[src/source/fpss_cfg_pkg.sv]
/*
 * Size parameters of the FP coprocessor data path and register file.
 * Every module and the testbench refer to these by scoped name.
 */

`default_nettype none

package fpss_cfg_pkg;

  // integer and FP data are both one 32-bit word
  parameter int unsigned XLEN = 32;

  // FP register file
  parameter int unsigned NUM_FPR    = 32;
  parameter int unsigned REG_ADDR_W = 5;

  // width of the instruction id from the core
  parameter int unsigned ID_W = 4;

  // input FIFO depth used when the top level does not override it
  parameter int unsigned FIFO_DEPTH_DEFAULT = 2;

endpackage

`default_nettype wire
[src/source/fpss_isa_pkg.sv]
/*
 * RV32F encodings of the kept instructions, the operation enum and the
 * packed structs passed across the issue, FIFO, execute and result ports.
 */

`default_nettype none

package fpss_isa_pkg;

  // major opcode of the OP-FP group
  parameter logic [6:0] OPCODE_OP_FP = 7'b1010011;

  // funct7 of the groups
  // fmt field [26:25] is 00 for single precision
  parameter logic [6:0] FUNCT7_FSGNJ_S = 7'b0010000;
  parameter logic [6:0] FUNCT7_FMV_X_W = 7'b1110000;
  parameter logic [6:0] FUNCT7_FMV_W_X = 7'b1111000;

  // funct3 selects the sign injection variant
  parameter logic [2:0] FUNCT3_FSGNJ  = 3'b000;
  parameter logic [2:0] FUNCT3_FSGNJN = 3'b001;
  parameter logic [2:0] FUNCT3_FSGNJX = 3'b010;
  parameter logic [2:0] FUNCT3_FMV    = 3'b000;

  typedef enum logic [2:0] {
    OP_FSGNJ,
    OP_FSGNJN,
    OP_FSGNJX,
    OP_FMV_W_X,
    OP_FMV_X_W
  } fp_op_e;

  // instruction offered by the core
  typedef struct packed {
    logic [fpss_cfg_pkg::XLEN-1:0] instr;
    logic [fpss_cfg_pkg::XLEN-1:0] rs1;
    logic                          rs1_valid;
    logic [fpss_cfg_pkg::ID_W-1:0] id;
  } issue_req_t;

  // writeback tells the core to expect an integer result
  typedef struct packed {
    logic accept;
    logic writeback;
  } issue_resp_t;

  // predecoded FIFO entry
  typedef struct packed {
    fp_op_e                              op;
    logic [fpss_cfg_pkg::REG_ADDR_W-1:0] rd;
    logic [fpss_cfg_pkg::REG_ADDR_W-1:0] rs1;
    logic [fpss_cfg_pkg::REG_ADDR_W-1:0] rs2;
    logic [fpss_cfg_pkg::XLEN-1:0]       operand;
    logic [fpss_cfg_pkg::ID_W-1:0]       id;
  } offload_t;

  // integer result returned to the core
  typedef struct packed {
    logic [fpss_cfg_pkg::ID_W-1:0]       id;
    logic [fpss_cfg_pkg::REG_ADDR_W-1:0] rd;
    logic [fpss_cfg_pkg::XLEN-1:0]       data;
  } result_t;

endpackage

`default_nettype wire

[src/source/fpss_top.sv]
/*
 * FP coprocessor top level behind the core offload port. Connects the issue
 * stage, the input FIFO and the execute stage and sets the FIFO depth.
 */

`timescale 1ns/1ps
`default_nettype none

module fpss_top #(
  parameter int unsigned FIFO_DEPTH = fpss_cfg_pkg::FIFO_DEPTH_DEFAULT
) (
  input  wire logic                       clk_i,
  input  wire logic                       rst_ni,
  // issue port
  input  wire logic                       issue_valid_i,
  output logic                            issue_ready_o,
  input  wire fpss_isa_pkg::issue_req_t   issue_req_i,
  output fpss_isa_pkg::issue_resp_t       issue_resp_o,
  // result port
  output logic                            result_valid_o,
  input  wire logic                       result_ready_i,
  output fpss_isa_pkg::result_t           result_o
);

  // issue to FIFO
  logic                   push_valid;
  logic                   push_ready;
  fpss_isa_pkg::offload_t push_data;
  // FIFO to execute
  logic                   pop_valid;
  logic                   pop_ready;
  fpss_isa_pkg::offload_t pop_data;

  fpss_issue u_issue (
    .issue_valid_i (issue_valid_i),
    .issue_req_i   (issue_req_i),
    .issue_ready_o (issue_ready_o),
    .issue_resp_o  (issue_resp_o),
    .push_valid_o  (push_valid),
    .push_data_o   (push_data),
    .push_ready_i  (push_ready)
  );

  fpss_issue_fifo #(
    .DEPTH (FIFO_DEPTH)
  ) u_issue_fifo (
    .clk_i        (clk_i),
    .rst_ni       (rst_ni),
    .push_valid_i (push_valid),
    .push_data_i  (push_data),
    .push_ready_o (push_ready),
    .pop_valid_o  (pop_valid),
    .pop_data_o   (pop_data),
    .pop_ready_i  (pop_ready)
  );

  fpss_exec u_exec (
    .clk_i          (clk_i),
    .rst_ni         (rst_ni),
    .pop_valid_i    (pop_valid),
    .pop_data_i     (pop_data),
    .pop_ready_o    (pop_ready),
    .result_valid_o (result_valid_o),
    .result_ready_i (result_ready_i),
    .result_o       (result_o)
  );

endmodule

`default_nettype wire

[src/source/fpss_exec.sv]
/*
 * Execute stage. Pops one predecoded instruction per cycle, reads its FP
 * sources and either writes rd or loads the integer result for the core.
 */

`timescale 1ns/1ps
`default_nettype none

module fpss_exec (
  input  wire logic                    clk_i,
  input  wire logic                    rst_ni,
  input  wire logic                    pop_valid_i,
  input  wire fpss_isa_pkg::offload_t  pop_data_i,
  output logic                         pop_ready_o,
  output logic                         result_valid_o,
  input  wire logic                    result_ready_i,
  output fpss_isa_pkg::result_t        result_o
);

  localparam int unsigned SIGN = fpss_cfg_pkg::XLEN - 1;

  logic [fpss_cfg_pkg::XLEN-1:0] fpr_a;
  logic [fpss_cfg_pkg::XLEN-1:0] fpr_b;
  logic [fpss_cfg_pkg::XLEN-1:0] value;
  logic                          pop;
  logic                          is_int_wb;
  logic                          fpr_we;
  logic                          result_valid_q;
  fpss_isa_pkg::result_t         result_q;

  // accept a new pop when the result slot is free or drains this cycle
  assign pop_ready_o = !result_valid_q || result_ready_i;
  assign pop         = pop_valid_i && pop_ready_o;

  assign is_int_wb = (pop_data_i.op == fpss_isa_pkg::OP_FMV_X_W);
  assign fpr_we    = pop && !is_int_wb;

  fpss_regfile u_regfile (
    .clk_i     (clk_i),
    .rst_ni    (rst_ni),
    .raddr_a_i (pop_data_i.rs1),
    .raddr_b_i (pop_data_i.rs2),
    .rdata_a_o (fpr_a),
    .rdata_b_o (fpr_b),
    .waddr_i   (pop_data_i.rd),
    .wdata_i   (value),
    .we_i      (fpr_we)
  );

  // sign injection keeps the magnitude of rs1
  always_comb begin
    case (pop_data_i.op)
      fpss_isa_pkg::OP_FSGNJ: begin
        value = {fpr_b[SIGN], fpr_a[SIGN-1:0]};
      end
      fpss_isa_pkg::OP_FSGNJN: begin
        value = {~fpr_b[SIGN], fpr_a[SIGN-1:0]};
      end
      fpss_isa_pkg::OP_FSGNJX: begin
        value = {fpr_a[SIGN] ^ fpr_b[SIGN], fpr_a[SIGN-1:0]};
      end
      fpss_isa_pkg::OP_FMV_W_X: begin
        // integer operand moves in bit for bit
        value = pop_data_i.operand;
      end
      default: begin
        // FMV.X.W passes rs1 through to the core
        value = fpr_a;
      end
    endcase
  end

  // a new load at the drain edge replaces the old result
  always_ff @(posedge clk_i or negedge rst_ni) begin
    if (!rst_ni) begin
      result_valid_q <= 1'b0;
      result_q       <= '0;
    end else begin
      if (pop && is_int_wb) begin
        result_valid_q <= 1'b1;
        result_q.id    <= pop_data_i.id;
        result_q.rd    <= pop_data_i.rd;
        result_q.data  <= value;
      end else if (result_ready_i) begin
        result_valid_q <= 1'b0;
      end
    end
  end

  assign result_valid_o = result_valid_q;
  assign result_o       = result_q;

endmodule

`default_nettype wire

[src/source/fpss_regfile.sv]
/*
 * Floating-point register file of NUM_FPR words with two combinational read
 * ports and one write port that takes effect at the clock edge.
 */

`timescale 1ns/1ps
`default_nettype none

module fpss_regfile (
  input  wire logic                                  clk_i,
  input  wire logic                                  rst_ni,
  input  wire logic [fpss_cfg_pkg::REG_ADDR_W-1:0]   raddr_a_i,
  input  wire logic [fpss_cfg_pkg::REG_ADDR_W-1:0]   raddr_b_i,
  output logic [fpss_cfg_pkg::XLEN-1:0]              rdata_a_o,
  output logic [fpss_cfg_pkg::XLEN-1:0]              rdata_b_o,
  input  wire logic [fpss_cfg_pkg::REG_ADDR_W-1:0]   waddr_i,
  input  wire logic [fpss_cfg_pkg::XLEN-1:0]         wdata_i,
  input  wire logic                                  we_i
);

  logic [fpss_cfg_pkg::XLEN-1:0] regs_q [fpss_cfg_pkg::NUM_FPR];

  // f0 is an ordinary register unlike x0
  always_ff @(posedge clk_i or negedge rst_ni) begin
    if (!rst_ni) begin
      for (int i = 0; i < fpss_cfg_pkg::NUM_FPR; i++) begin
        regs_q[i] <= '0;
      end
    end else if (we_i) begin
      regs_q[waddr_i] <= wdata_i;
    end
  end

  assign rdata_a_o = regs_q[raddr_a_i];
  assign rdata_b_o = regs_q[raddr_b_i];

endmodule

`default_nettype wire

[src/source/fpss_issue_fifo.sv]
/*
 * Circular buffer of predecoded instructions between issue and execute.
 * Without fall-through an entry can be popped one cycle after its push at
 * the earliest. Push and pop may happen in the same cycle.
 */

`timescale 1ns/1ps
`default_nettype none

module fpss_issue_fifo #(
  parameter int unsigned DEPTH = fpss_cfg_pkg::FIFO_DEPTH_DEFAULT
) (
  input  wire logic                    clk_i,
  input  wire logic                    rst_ni,
  input  wire logic                    push_valid_i,
  input  wire fpss_isa_pkg::offload_t  push_data_i,
  output logic                         push_ready_o,
  output logic                         pop_valid_o,
  output fpss_isa_pkg::offload_t       pop_data_o,
  input  wire logic                    pop_ready_i
);

  // keep pointer width nonzero for a single-entry buffer
  localparam int unsigned PTR_W = (DEPTH > 1) ? $clog2(DEPTH) : 1;
  localparam int unsigned CNT_W = $clog2(DEPTH + 1);

  fpss_isa_pkg::offload_t mem_q [DEPTH];
  logic [PTR_W-1:0]       wr_ptr_q;
  logic [PTR_W-1:0]       rd_ptr_q;
  logic [CNT_W-1:0]       count_q;
  logic                   push;
  logic                   pop;

  // full and empty come straight from the count
  assign push_ready_o = (count_q != CNT_W'(DEPTH));
  assign pop_valid_o  = (count_q != '0);
  assign pop_data_o   = mem_q[rd_ptr_q];

  assign push = push_valid_i && push_ready_o;
  assign pop  = pop_valid_o && pop_ready_i;

  // storage is written only on push
  always_ff @(posedge clk_i) begin
    if (push) begin
      mem_q[wr_ptr_q] <= push_data_i;
    end
  end

  always_ff @(posedge clk_i or negedge rst_ni) begin
    if (!rst_ni) begin
      wr_ptr_q <= '0;
      rd_ptr_q <= '0;
      count_q  <= '0;
    end else begin
      if (push) begin
        wr_ptr_q <= (wr_ptr_q == PTR_W'(DEPTH - 1)) ? '0 : wr_ptr_q + 1'b1;
      end
      if (pop) begin
        rd_ptr_q <= (rd_ptr_q == PTR_W'(DEPTH - 1)) ? '0 : rd_ptr_q + 1'b1;
      end
      // count holds when push and pop coincide
      if (push && !pop) begin
        count_q <= count_q + 1'b1;
      end else if (pop && !push) begin
        count_q <= count_q - 1'b1;
      end
    end
  end

endmodule

`default_nettype wire

[src/source/fpss_issue.sv]
/*
 * Issue stage. Predecodes the offered instruction, answers accept and
 * writeback in the same cycle and pushes accepted instructions to the FIFO.
 */

`timescale 1ns/1ps
`default_nettype none

module fpss_issue (
  input  wire logic                      issue_valid_i,
  input  wire fpss_isa_pkg::issue_req_t  issue_req_i,
  output logic                           issue_ready_o,
  output fpss_isa_pkg::issue_resp_t      issue_resp_o,
  output logic                           push_valid_o,
  output fpss_isa_pkg::offload_t         push_data_o,
  input  wire logic                      push_ready_i
);

  logic [6:0]           opcode;
  logic [2:0]           funct3;
  logic [6:0]           funct7;
  logic [4:0]           rs2_field;
  fpss_isa_pkg::fp_op_e op;
  logic                 accept;
  logic                 need_rs1;

  // instruction fields
  assign opcode    = issue_req_i.instr[6:0];
  assign funct3    = issue_req_i.instr[14:12];
  assign funct7    = issue_req_i.instr[31:25];
  assign rs2_field = issue_req_i.instr[24:20];

  // match against kept encodings
  // fmt bits are covered by funct7
  always_comb begin
    op     = fpss_isa_pkg::OP_FSGNJ;
    accept = 1'b0;
    if (opcode == fpss_isa_pkg::OPCODE_OP_FP) begin
      case (funct7)
        fpss_isa_pkg::FUNCT7_FSGNJ_S: begin
          accept = 1'b1;
          case (funct3)
            fpss_isa_pkg::FUNCT3_FSGNJ:  op = fpss_isa_pkg::OP_FSGNJ;
            fpss_isa_pkg::FUNCT3_FSGNJN: op = fpss_isa_pkg::OP_FSGNJN;
            fpss_isa_pkg::FUNCT3_FSGNJX: op = fpss_isa_pkg::OP_FSGNJX;
            default:                     accept = 1'b0;
          endcase
        end
        fpss_isa_pkg::FUNCT7_FMV_X_W: begin
          op     = fpss_isa_pkg::OP_FMV_X_W;
          accept = (funct3 == fpss_isa_pkg::FUNCT3_FMV) && (rs2_field == 5'd0);
        end
        fpss_isa_pkg::FUNCT7_FMV_W_X: begin
          op     = fpss_isa_pkg::OP_FMV_W_X;
          accept = (funct3 == fpss_isa_pkg::FUNCT3_FMV) && (rs2_field == 5'd0);
        end
        default: ;
      endcase
    end
  end

  // only FMV.W.X consumes the integer operand
  assign need_rs1 = accept && (op == fpss_isa_pkg::OP_FMV_W_X);

  // rejected instructions complete too but still wait for FIFO space
  assign issue_ready_o = push_ready_i && (!need_rs1 || issue_req_i.rs1_valid);

  assign issue_resp_o.accept    = accept;
  assign issue_resp_o.writeback = accept && (op == fpss_isa_pkg::OP_FMV_X_W);

  // push accepted ones only with register fields extracted here once
  assign push_valid_o        = issue_valid_i && issue_ready_o && accept;
  assign push_data_o.op      = op;
  assign push_data_o.rd      = issue_req_i.instr[11:7];
  assign push_data_o.rs1     = issue_req_i.instr[19:15];
  assign push_data_o.rs2     = issue_req_i.instr[24:20];
  assign push_data_o.operand = issue_req_i.rs1;
  assign push_data_o.id      = issue_req_i.id;

endmodule

`default_nettype wire

[config.mk]
export PLATFORM = sky130hd
export DESIGN_NAME = fpss_top
export DESIGN_NICKNAME = d
export VERILOG_FILES = /design/src/source/fpss_cfg_pkg.sv /design/src/source/fpss_isa_pkg.sv /design/src/source/fpss_top.sv /design/src/source/fpss_exec.sv /design/src/source/fpss_regfile.sv /design/src/source/fpss_issue_fifo.sv /design/src/source/fpss_issue.sv
export SDC_FILE = /design/constraint.sdc
export NUM_CORES = 2
export LEC_CHECK = 0
export BUFFER_PORTS_ARGS = -buffer_cell sky130_fd_sc_hd__buf_2
export CAP_MARGIN = 10
export CORE_ASPECT_RATIO = 1.5
export CORE_MARGIN = 2
export CORE_UTILIZATION = 57
export DETAILED_ROUTE_END_ITERATION = 10
export HOLD_SLACK_MARGIN = 0.15
export PLACE_DENSITY_LB_ADDON = 0.08
export SETUP_SLACK_MARGIN = 0.05
export SLEW_MARGIN = 20
export SYNTH_ARGS = -nofsm -noshare
export SYNTH_HDL_FRONTEND = slang
export SYNTH_SLANG_ARGS = --single-unit
export TNS_END_PERCENT = 100
[constraint.sdc]
create_clock -name clk_i -period 3.5 [get_ports clk_i]
set_input_delay 0.175 -clock clk_i [delete_from_list [all_inputs] [get_ports clk_i]]
set_output_delay 0.175 -clock clk_i [all_outputs]
set_load 0.02 [all_outputs]
# After elaboration in Yosys (flattened, before gate mapping)
# Memories as Yosys holds them, arrays and structs flattened.
# Cells that the tools add are included.
# word_totals
reg_bits	1070
ramBits	108
input_bits	73
wordCells	118
n_memories	1
# classes
n_addsub	4
magnitude_cmp	4
n_eq_ne	13
n_mux	24
bitwise	5
reduce_logical	28
# memory_table
name	words	word_bits	read_ports	rd_ports_with_merged_regs	write_ports	line_no	text
u_issue_fifo.mem_q	2	54	1	0	1	fpss_issue_fifo.sv:27	fpss_isa_pkg::offload_t mem_q [DEPTH];
# ops
operator	count
$bwmux 1024	1
$bmux 32 s5	2
$demux 32 s5	1
$mux 32	5
$pmux 32 s4	1
$eq 7x7->1 const B	3
$ge 6x6->1 const B	3
$not 5->6	3
$logic_and 1x1->1	13
$eq 3x2->1 const B	4
$pmux 3 s3	1
$mux 1	8
$eq 7x5->1 const B	1
$eq 3x1->1 const B	2
$eq 3x3->1 const B	2
$logic_not 3->1	2
$lt 6x1->1 const B	1
$reduce_bool 2->1	3
$logic_not 1->1	5
$logic_not 5->1	1
$mux 2	2
$pmux 2 s2	1
$mux 3	1
$reduce_or 3->1	1
9 further kinds	11

# Logic depth before layout (Yosys ltp)
# logic_depth
depth_word	16
ltp_mapped	13
ltp_nobuf	11

# Cells and area by module
# Synthesis repeated with hierarchy kept, for this count alone.
# hier_totals
hier_cells	5002
area_unflattened_um2	63323.2
# modules_own_cells
module	n_inst	cells_each	area_each_um2
fpss_regfile	1	4605	56245.2
fpss_issue_fifo	1	186	4340.4
fpss_exec	1	135	2177.1
fpss_issue	1	76	560.5

# Worst setup path before layout
# Ideal clock, no wire load.
# synth_path
path_kind	in2reg
from	in issue_req_i[63] (netlist name)
to	mem u_issue_fifo.mem_q[0][0] (netlist name), enable pin
t_arrival_ns	3.700
t_required_ns	3.034
setup_slack_ns	-0.666
stages	7
n_path_buf	0
path_cell_list	nor4b_1 and2_1 nor2b_1 nor2b_1 nor3_1 nand4b_1 nor2_1
# synth_between
elab_chain_len	13
word_cells_on_any_way	18
# synth_lines
item	line_no	text
from (decl)	fpss_top.sv:17	input wire fpss_isa_pkg::issue_req_t issue_req_i,
$eq 7x7->1	fpss_issue.sv:39	case (funct7)
$reduce_or 2->1 (no source line)	--	
$pmux 1 s2 *	fpss_issue.sv:39	
$mux 1 *	fpss_issue.sv:38	if (opcode == fpss_isa_pkg::OPCODE_OP_FP) begin
named net u_issue.accept	fpss_issue.sv:24	logic accept;
$logic_and 1x1->1	fpss_issue.sv:63	assign need_rs1 = accept && (op == fpss_isa_pkg::OP_FMV_W_X);
$logic_not 1->1	fpss_issue.sv:66	assign issue_ready_o = push_ready_i && (!need_rs1 || issue_req_i.rs1_valid);
$logic_or 1x1->1	fpss_issue.sv:66	
$logic_and 1x1->1	fpss_issue.sv:66	
$logic_and 1x1->1	fpss_issue.sv:72	assign push_valid_o = issue_valid_i && issue_ready_o && accept;
$logic_and 1x1->1 *	fpss_issue.sv:72	
$logic_and 1x1->1 *	fpss_issue_fifo.sv:39	assign push = push_valid_i && push_ready_o;
$mux 1 *	fpss_issue_fifo.sv:44	if (push) begin
$mux 1 (not written as such) *	fpss_issue_fifo.sv:45	mem_q[wr_ptr_q] <= push_data_i;
to (decl)	fpss_issue_fifo.sv:27	
# The timed path passes the listed nets; every way through them passes the cells marked *.

# Worst setup path in the final report
# layout_path
from	reg u_issue_fifo.rd_ptr_q
to	reg u_exec.u_regfile.regs_q[643] (netlist name)
# layout_between
elab_chain_len	7
word_cells_on_any_way	20
# layout_lines
item	line_no	text
from (decl)	fpss_issue_fifo.sv:29	logic [PTR_W-1:0] rd_ptr_q;
from (signal assigned)	fpss_issue_fifo.sv:59	rd_ptr_q <= (rd_ptr_q == PTR_W'(DEPTH - 1)) ? '0 : rd_ptr_q + 1'b1;
$mem_v2 2x54 *	--	
$not 5->6, on equally long branches	fpss_regfile.sv:34, fpss_regfile.sv:30	
$bmux 32 s5 (tied with other cells)	fpss_regfile.sv:34	assign rdata_a_o = regs_q[raddr_a_i];
$mux 32 (not written as such) / $logic_and 1x1->1 (equally long branches)	fpss_regfile.sv:34, fpss_regfile.sv:30	
$mux 32, on equally long branches	fpss_regfile.sv:34, fpss_regfile.sv:30	
$pmux 32 s4 / $demux 32 s5 (equally long branches)	fpss_exec.sv:52, fpss_regfile.sv:30	
$bwmux 1024	fpss_regfile.sv:30	regs_q[waddr_i] <= wdata_i;
to (signal, indexed assignment)	fpss_regfile.sv:30	
to (decl)	fpss_regfile.sv:21	logic [fpss_cfg_pkg::XLEN-1:0] regs_q [fpss_cfg_pkg::NUM_FPR];
# Mark *: on every way between the ends. The rest lies on a longest branch, timed or not. The select of a mux whose other input is x is not followed.
# A chain may end at the register's enable or synchronous reset.

==> results.cfg <==
[global_routing]
antenna_found_initial = 2
globalRouteTotalUtil = 0.3246
grt_pass1_wl_mm = 226.4
grt_overflow = 0
grt_start_max_net_pins = 150
first_global_vias = 36830

[power]
power_density_nw_per_um2 = 842.1
leakagePower_nw = 25.60
vdd_ir_drop_max_mv = 0.4632

[clock_network]
cts_root_buffer = clkbuf_16
cts.reportedPaths.clkPinSlew_ns = 0.07
clockBufferDepth = 3
cts.sinks = 1178
cts_tree = built
cts_buffers = 108
post_cts_buffers = 0
clock_latency_ns = 0.72
htree_num_levels = 3

[detailed_routing]
vias_per_cell = 6.048
vias = 36850
postRouteWirelength_mm = 146.3
avgRoutedWirePerCell_um = 24.01
drc = 0
drtPass1Iterations = 7
ant_nets = 0
drt-initial-drc-count = 3121

[timing]
layout_min_cycle_time_ns = 3.282
fmax_ghz = 0.3047
setup_viol = 0
rsz0062_at_grt = false
timing.slew.headroom = 0.3488
final-max-slew-violation-count = 0
fin_crit_sh = 0.9377
hold_viol = 0
hold_ws_ns = 0.1891
setup_slack_ns = 0.2180
clock_skew_ns = 0.02003
worst_pin_slew_ns = 0.9768

[critical_path]
timing.rr.start = u_issue_fifo.rd_ptr_q
cp_max_fo = 32
r2r_end = u_exec.u_regfile.regs_q[643]
worstSetupStartpointType = register
crit_type = register to register
rrSetupSlack_ns = 0.22
worst_r2r_path_depth = 10
crit_arrival_ns = 3.85
endpoint_kind = register
cp.required_ns = 4.07

[die]
rows = 135
die_w_um = 249.4
die_area_um2 = 92830
initial_core_util = 0.5732
io_pins = 118
design.core.area_um2 = 89860
die_h_um = 372.2

[cells_and_area]
drive_gt1_frac = 0.1715
nets = 4911
syn2layout_area_growth_pct = 13.82

[synthesis]
synthCells = 4832
synth-seq-cells = 1178
syn_area_um2 = 51510
synthArstFlopShare = 0.9083
synth_ff_type = dfrtp_1
yosysTopAreaCell = dfrtp_1
syn_avg_cell_area_um2 = 10.66
syn_nets = 4906
synth.distinct_cells = 54
yosysWarnings = 0
synth-edff-count = 108
synth.most_common_cell = nand2_1
synth_top_area_share = 0.5198
ys_seq_area_frac = 0.5828
synth_common_cells = nand2_1, dfrtp_1, o21ai_0, clkbuf_1, mux4_2
synth_area_leaders = dfrtp_1, mux4_2, o21ai_0, nand2_1, edfxtp_1

[worst_hold_path]
worstHoldPathType = primary input to register
min_from = issue_req_i[27]
worstHoldPathCells = 2
hold_path_end = u_issue_fifo.mem_q[0][26]

[job]
drv_cap = 0

[place]
place.gp.congestion = 0.9352
hpwl_mm = 87.84
io_buffers = 117
post-place-ws_ns = 0.01320

[status]
status = completed
## critical path, stage by stage, from the launching register on
cell and delay [ns]:
dfrtp_4 0.57, mux2_8 0.51, buf_12 0.27, mux4_2 0.52, nand2_1 0.09, nand3_1 0.11
nand3_1 0.12, nand3_1 0.23, o21ai_2 0.30, buf_12 0.24, o21ai_0 0.12
## layout by cell type, fill, tap and decap left out, types with 3 or more instances in the layout
cell type	instances
nand2_1	1297
dfrtp_1	1069
o21ai_0	1039
mux4_2	254
nand3_1	227
buf_2	116
clkbuf_16	114
edfxtp_1	108
buf_4	96
nor2_1	75
buf_12	75
dlygate4sd3_1	67
mux2_2	38
a22oi_1	36
o31ai_2	31
clkbuf_1	30
o21ai_2	25
or2_4	20
clkbuf_8	20
clkinv_2	20
mux2i_1	19
nand4_1	14
a21oi_1	11
nand2b_1	11
o22ai_1	10
bufinv_16	10
nor3_1	8
inv_1	5
nor2b_1	4
o21ai_1	4
o31ai_1	4
a221oi_1	4
o22a_1	3
xnor2_1	3
## state kept, by name (all words and copies together), names as in the netlist
name	count
u_issue_fifo.wr_ptr_q	1
u_exec.u_regfile.regs_q	1024
u_issue_fifo.rd_ptr_q	1
u_exec.result_o	41
u_issue_fifo.mem_q	108
u_exec.result_valid_o	1
u_issue_fifo.count_q	2
## layer usage
layer / share of wire / global-route usage / vias to the layer above
li1: - / - / 16780
met1: 0.40 / 0.4256 / 18650
met2: 0.50 / 0.5524 / 1104
met3: 0.051 / 0.03820 / 318
met4: 0.042 / 0.1416 / 0
met5: 0 / 0 / -
## what timing repair did
| item | CTS | global route |
|---|---|---|
| endpoints found under the setup margin | 2 | 28 |
| hold buffers | 68 | 0 |
| hold endpoints to repair | 575 | 0 |
| gates resized for setup | 1 | 2 |
## stage by stage
| stage | instance area [um2] | util | power (W) | instances | TNS [ns] |
|---|---|---|---|---|---|
| after floorplan | 51510 | - | 0.03103 | 4832 | 0 |
| after global placement | 54180 | 0.6030 | 0.03657 | 5823 | -0.03948 |
| after detailed placement | 54180 | 0.6030 | 0.03713 | 5823 | 0 |
| after CTS | 58600 | 0.6521 | 0.04952 | 6091 | 0 |
| after global routing | 58620 | 0.6524 | 0.05232 | 6091 | 0 |
| final | 58630 | 0.6524 | 0.04937 | 6093 | 0 |
## kinds of logic after synthesis
kind of cell	synth area share
AND/OR/NAND/NOR	0.1312
AO/OA/AOI/OAI	0.1242
flip-flops	0.5828
buffers and inverters	0.03607
multiplexers	0.1247
XOR/XNOR	0.0008504
adder cells (fa/ha/maj)	0.0002429
## worst max path at each step
stage / cells after the start / slack, ns / endpoint / from
floorplan: 7 / 0.22 / u_issue_fifo.mem_q[0][0] / issue_req_i[63]
global placement: 8 / -0.04 / u_exec.u_regfile.regs_q[1023] / u_issue_fifo.rd_ptr_q
detailed placement: 8 / 0.01 / u_exec.u_regfile.regs_q[1023] / u_issue_fifo.rd_ptr_q
CTS: 9 / 0.20 / u_exec.u_regfile.regs_q[110] / u_issue_fifo.rd_ptr_q
global route: 10 / 0.05 / u_exec.u_regfile.regs_q[447] / u_issue_fifo.rd_ptr_q
finish: 10 / 0.22 / u_exec.u_regfile.regs_q[643] / u_issue_fifo.rd_ptr_q
## power breakdown
part,total (W),switching [W],internal (W)
combinational,0.0161,0.00948,0.00662
clock,0.0123,0.00522,0.00713
sequential,0.0209,0.00250,0.0184
total,0.0494,0.0172,0.0322
## cell type report
| class | count | area (um2) |
|---|---|---|
| Sequential cell | 1178 | 30020 |
| Antenna cell | 2 | 5.005 |
| Fill cell | 6999 | 31230 |
| Multi-Input combinational cell | 3188 | 19900 |
| Inverter | 5 | 18.77 |
| Clock buffer | 164 | 3241 |
| Tap cell | 1164 | 1456 |
| Timing Repair Buffer | 356 | 3516 |
| Clock inverter | 36 | 467.9 |
(Power assumes the default switching activity.)
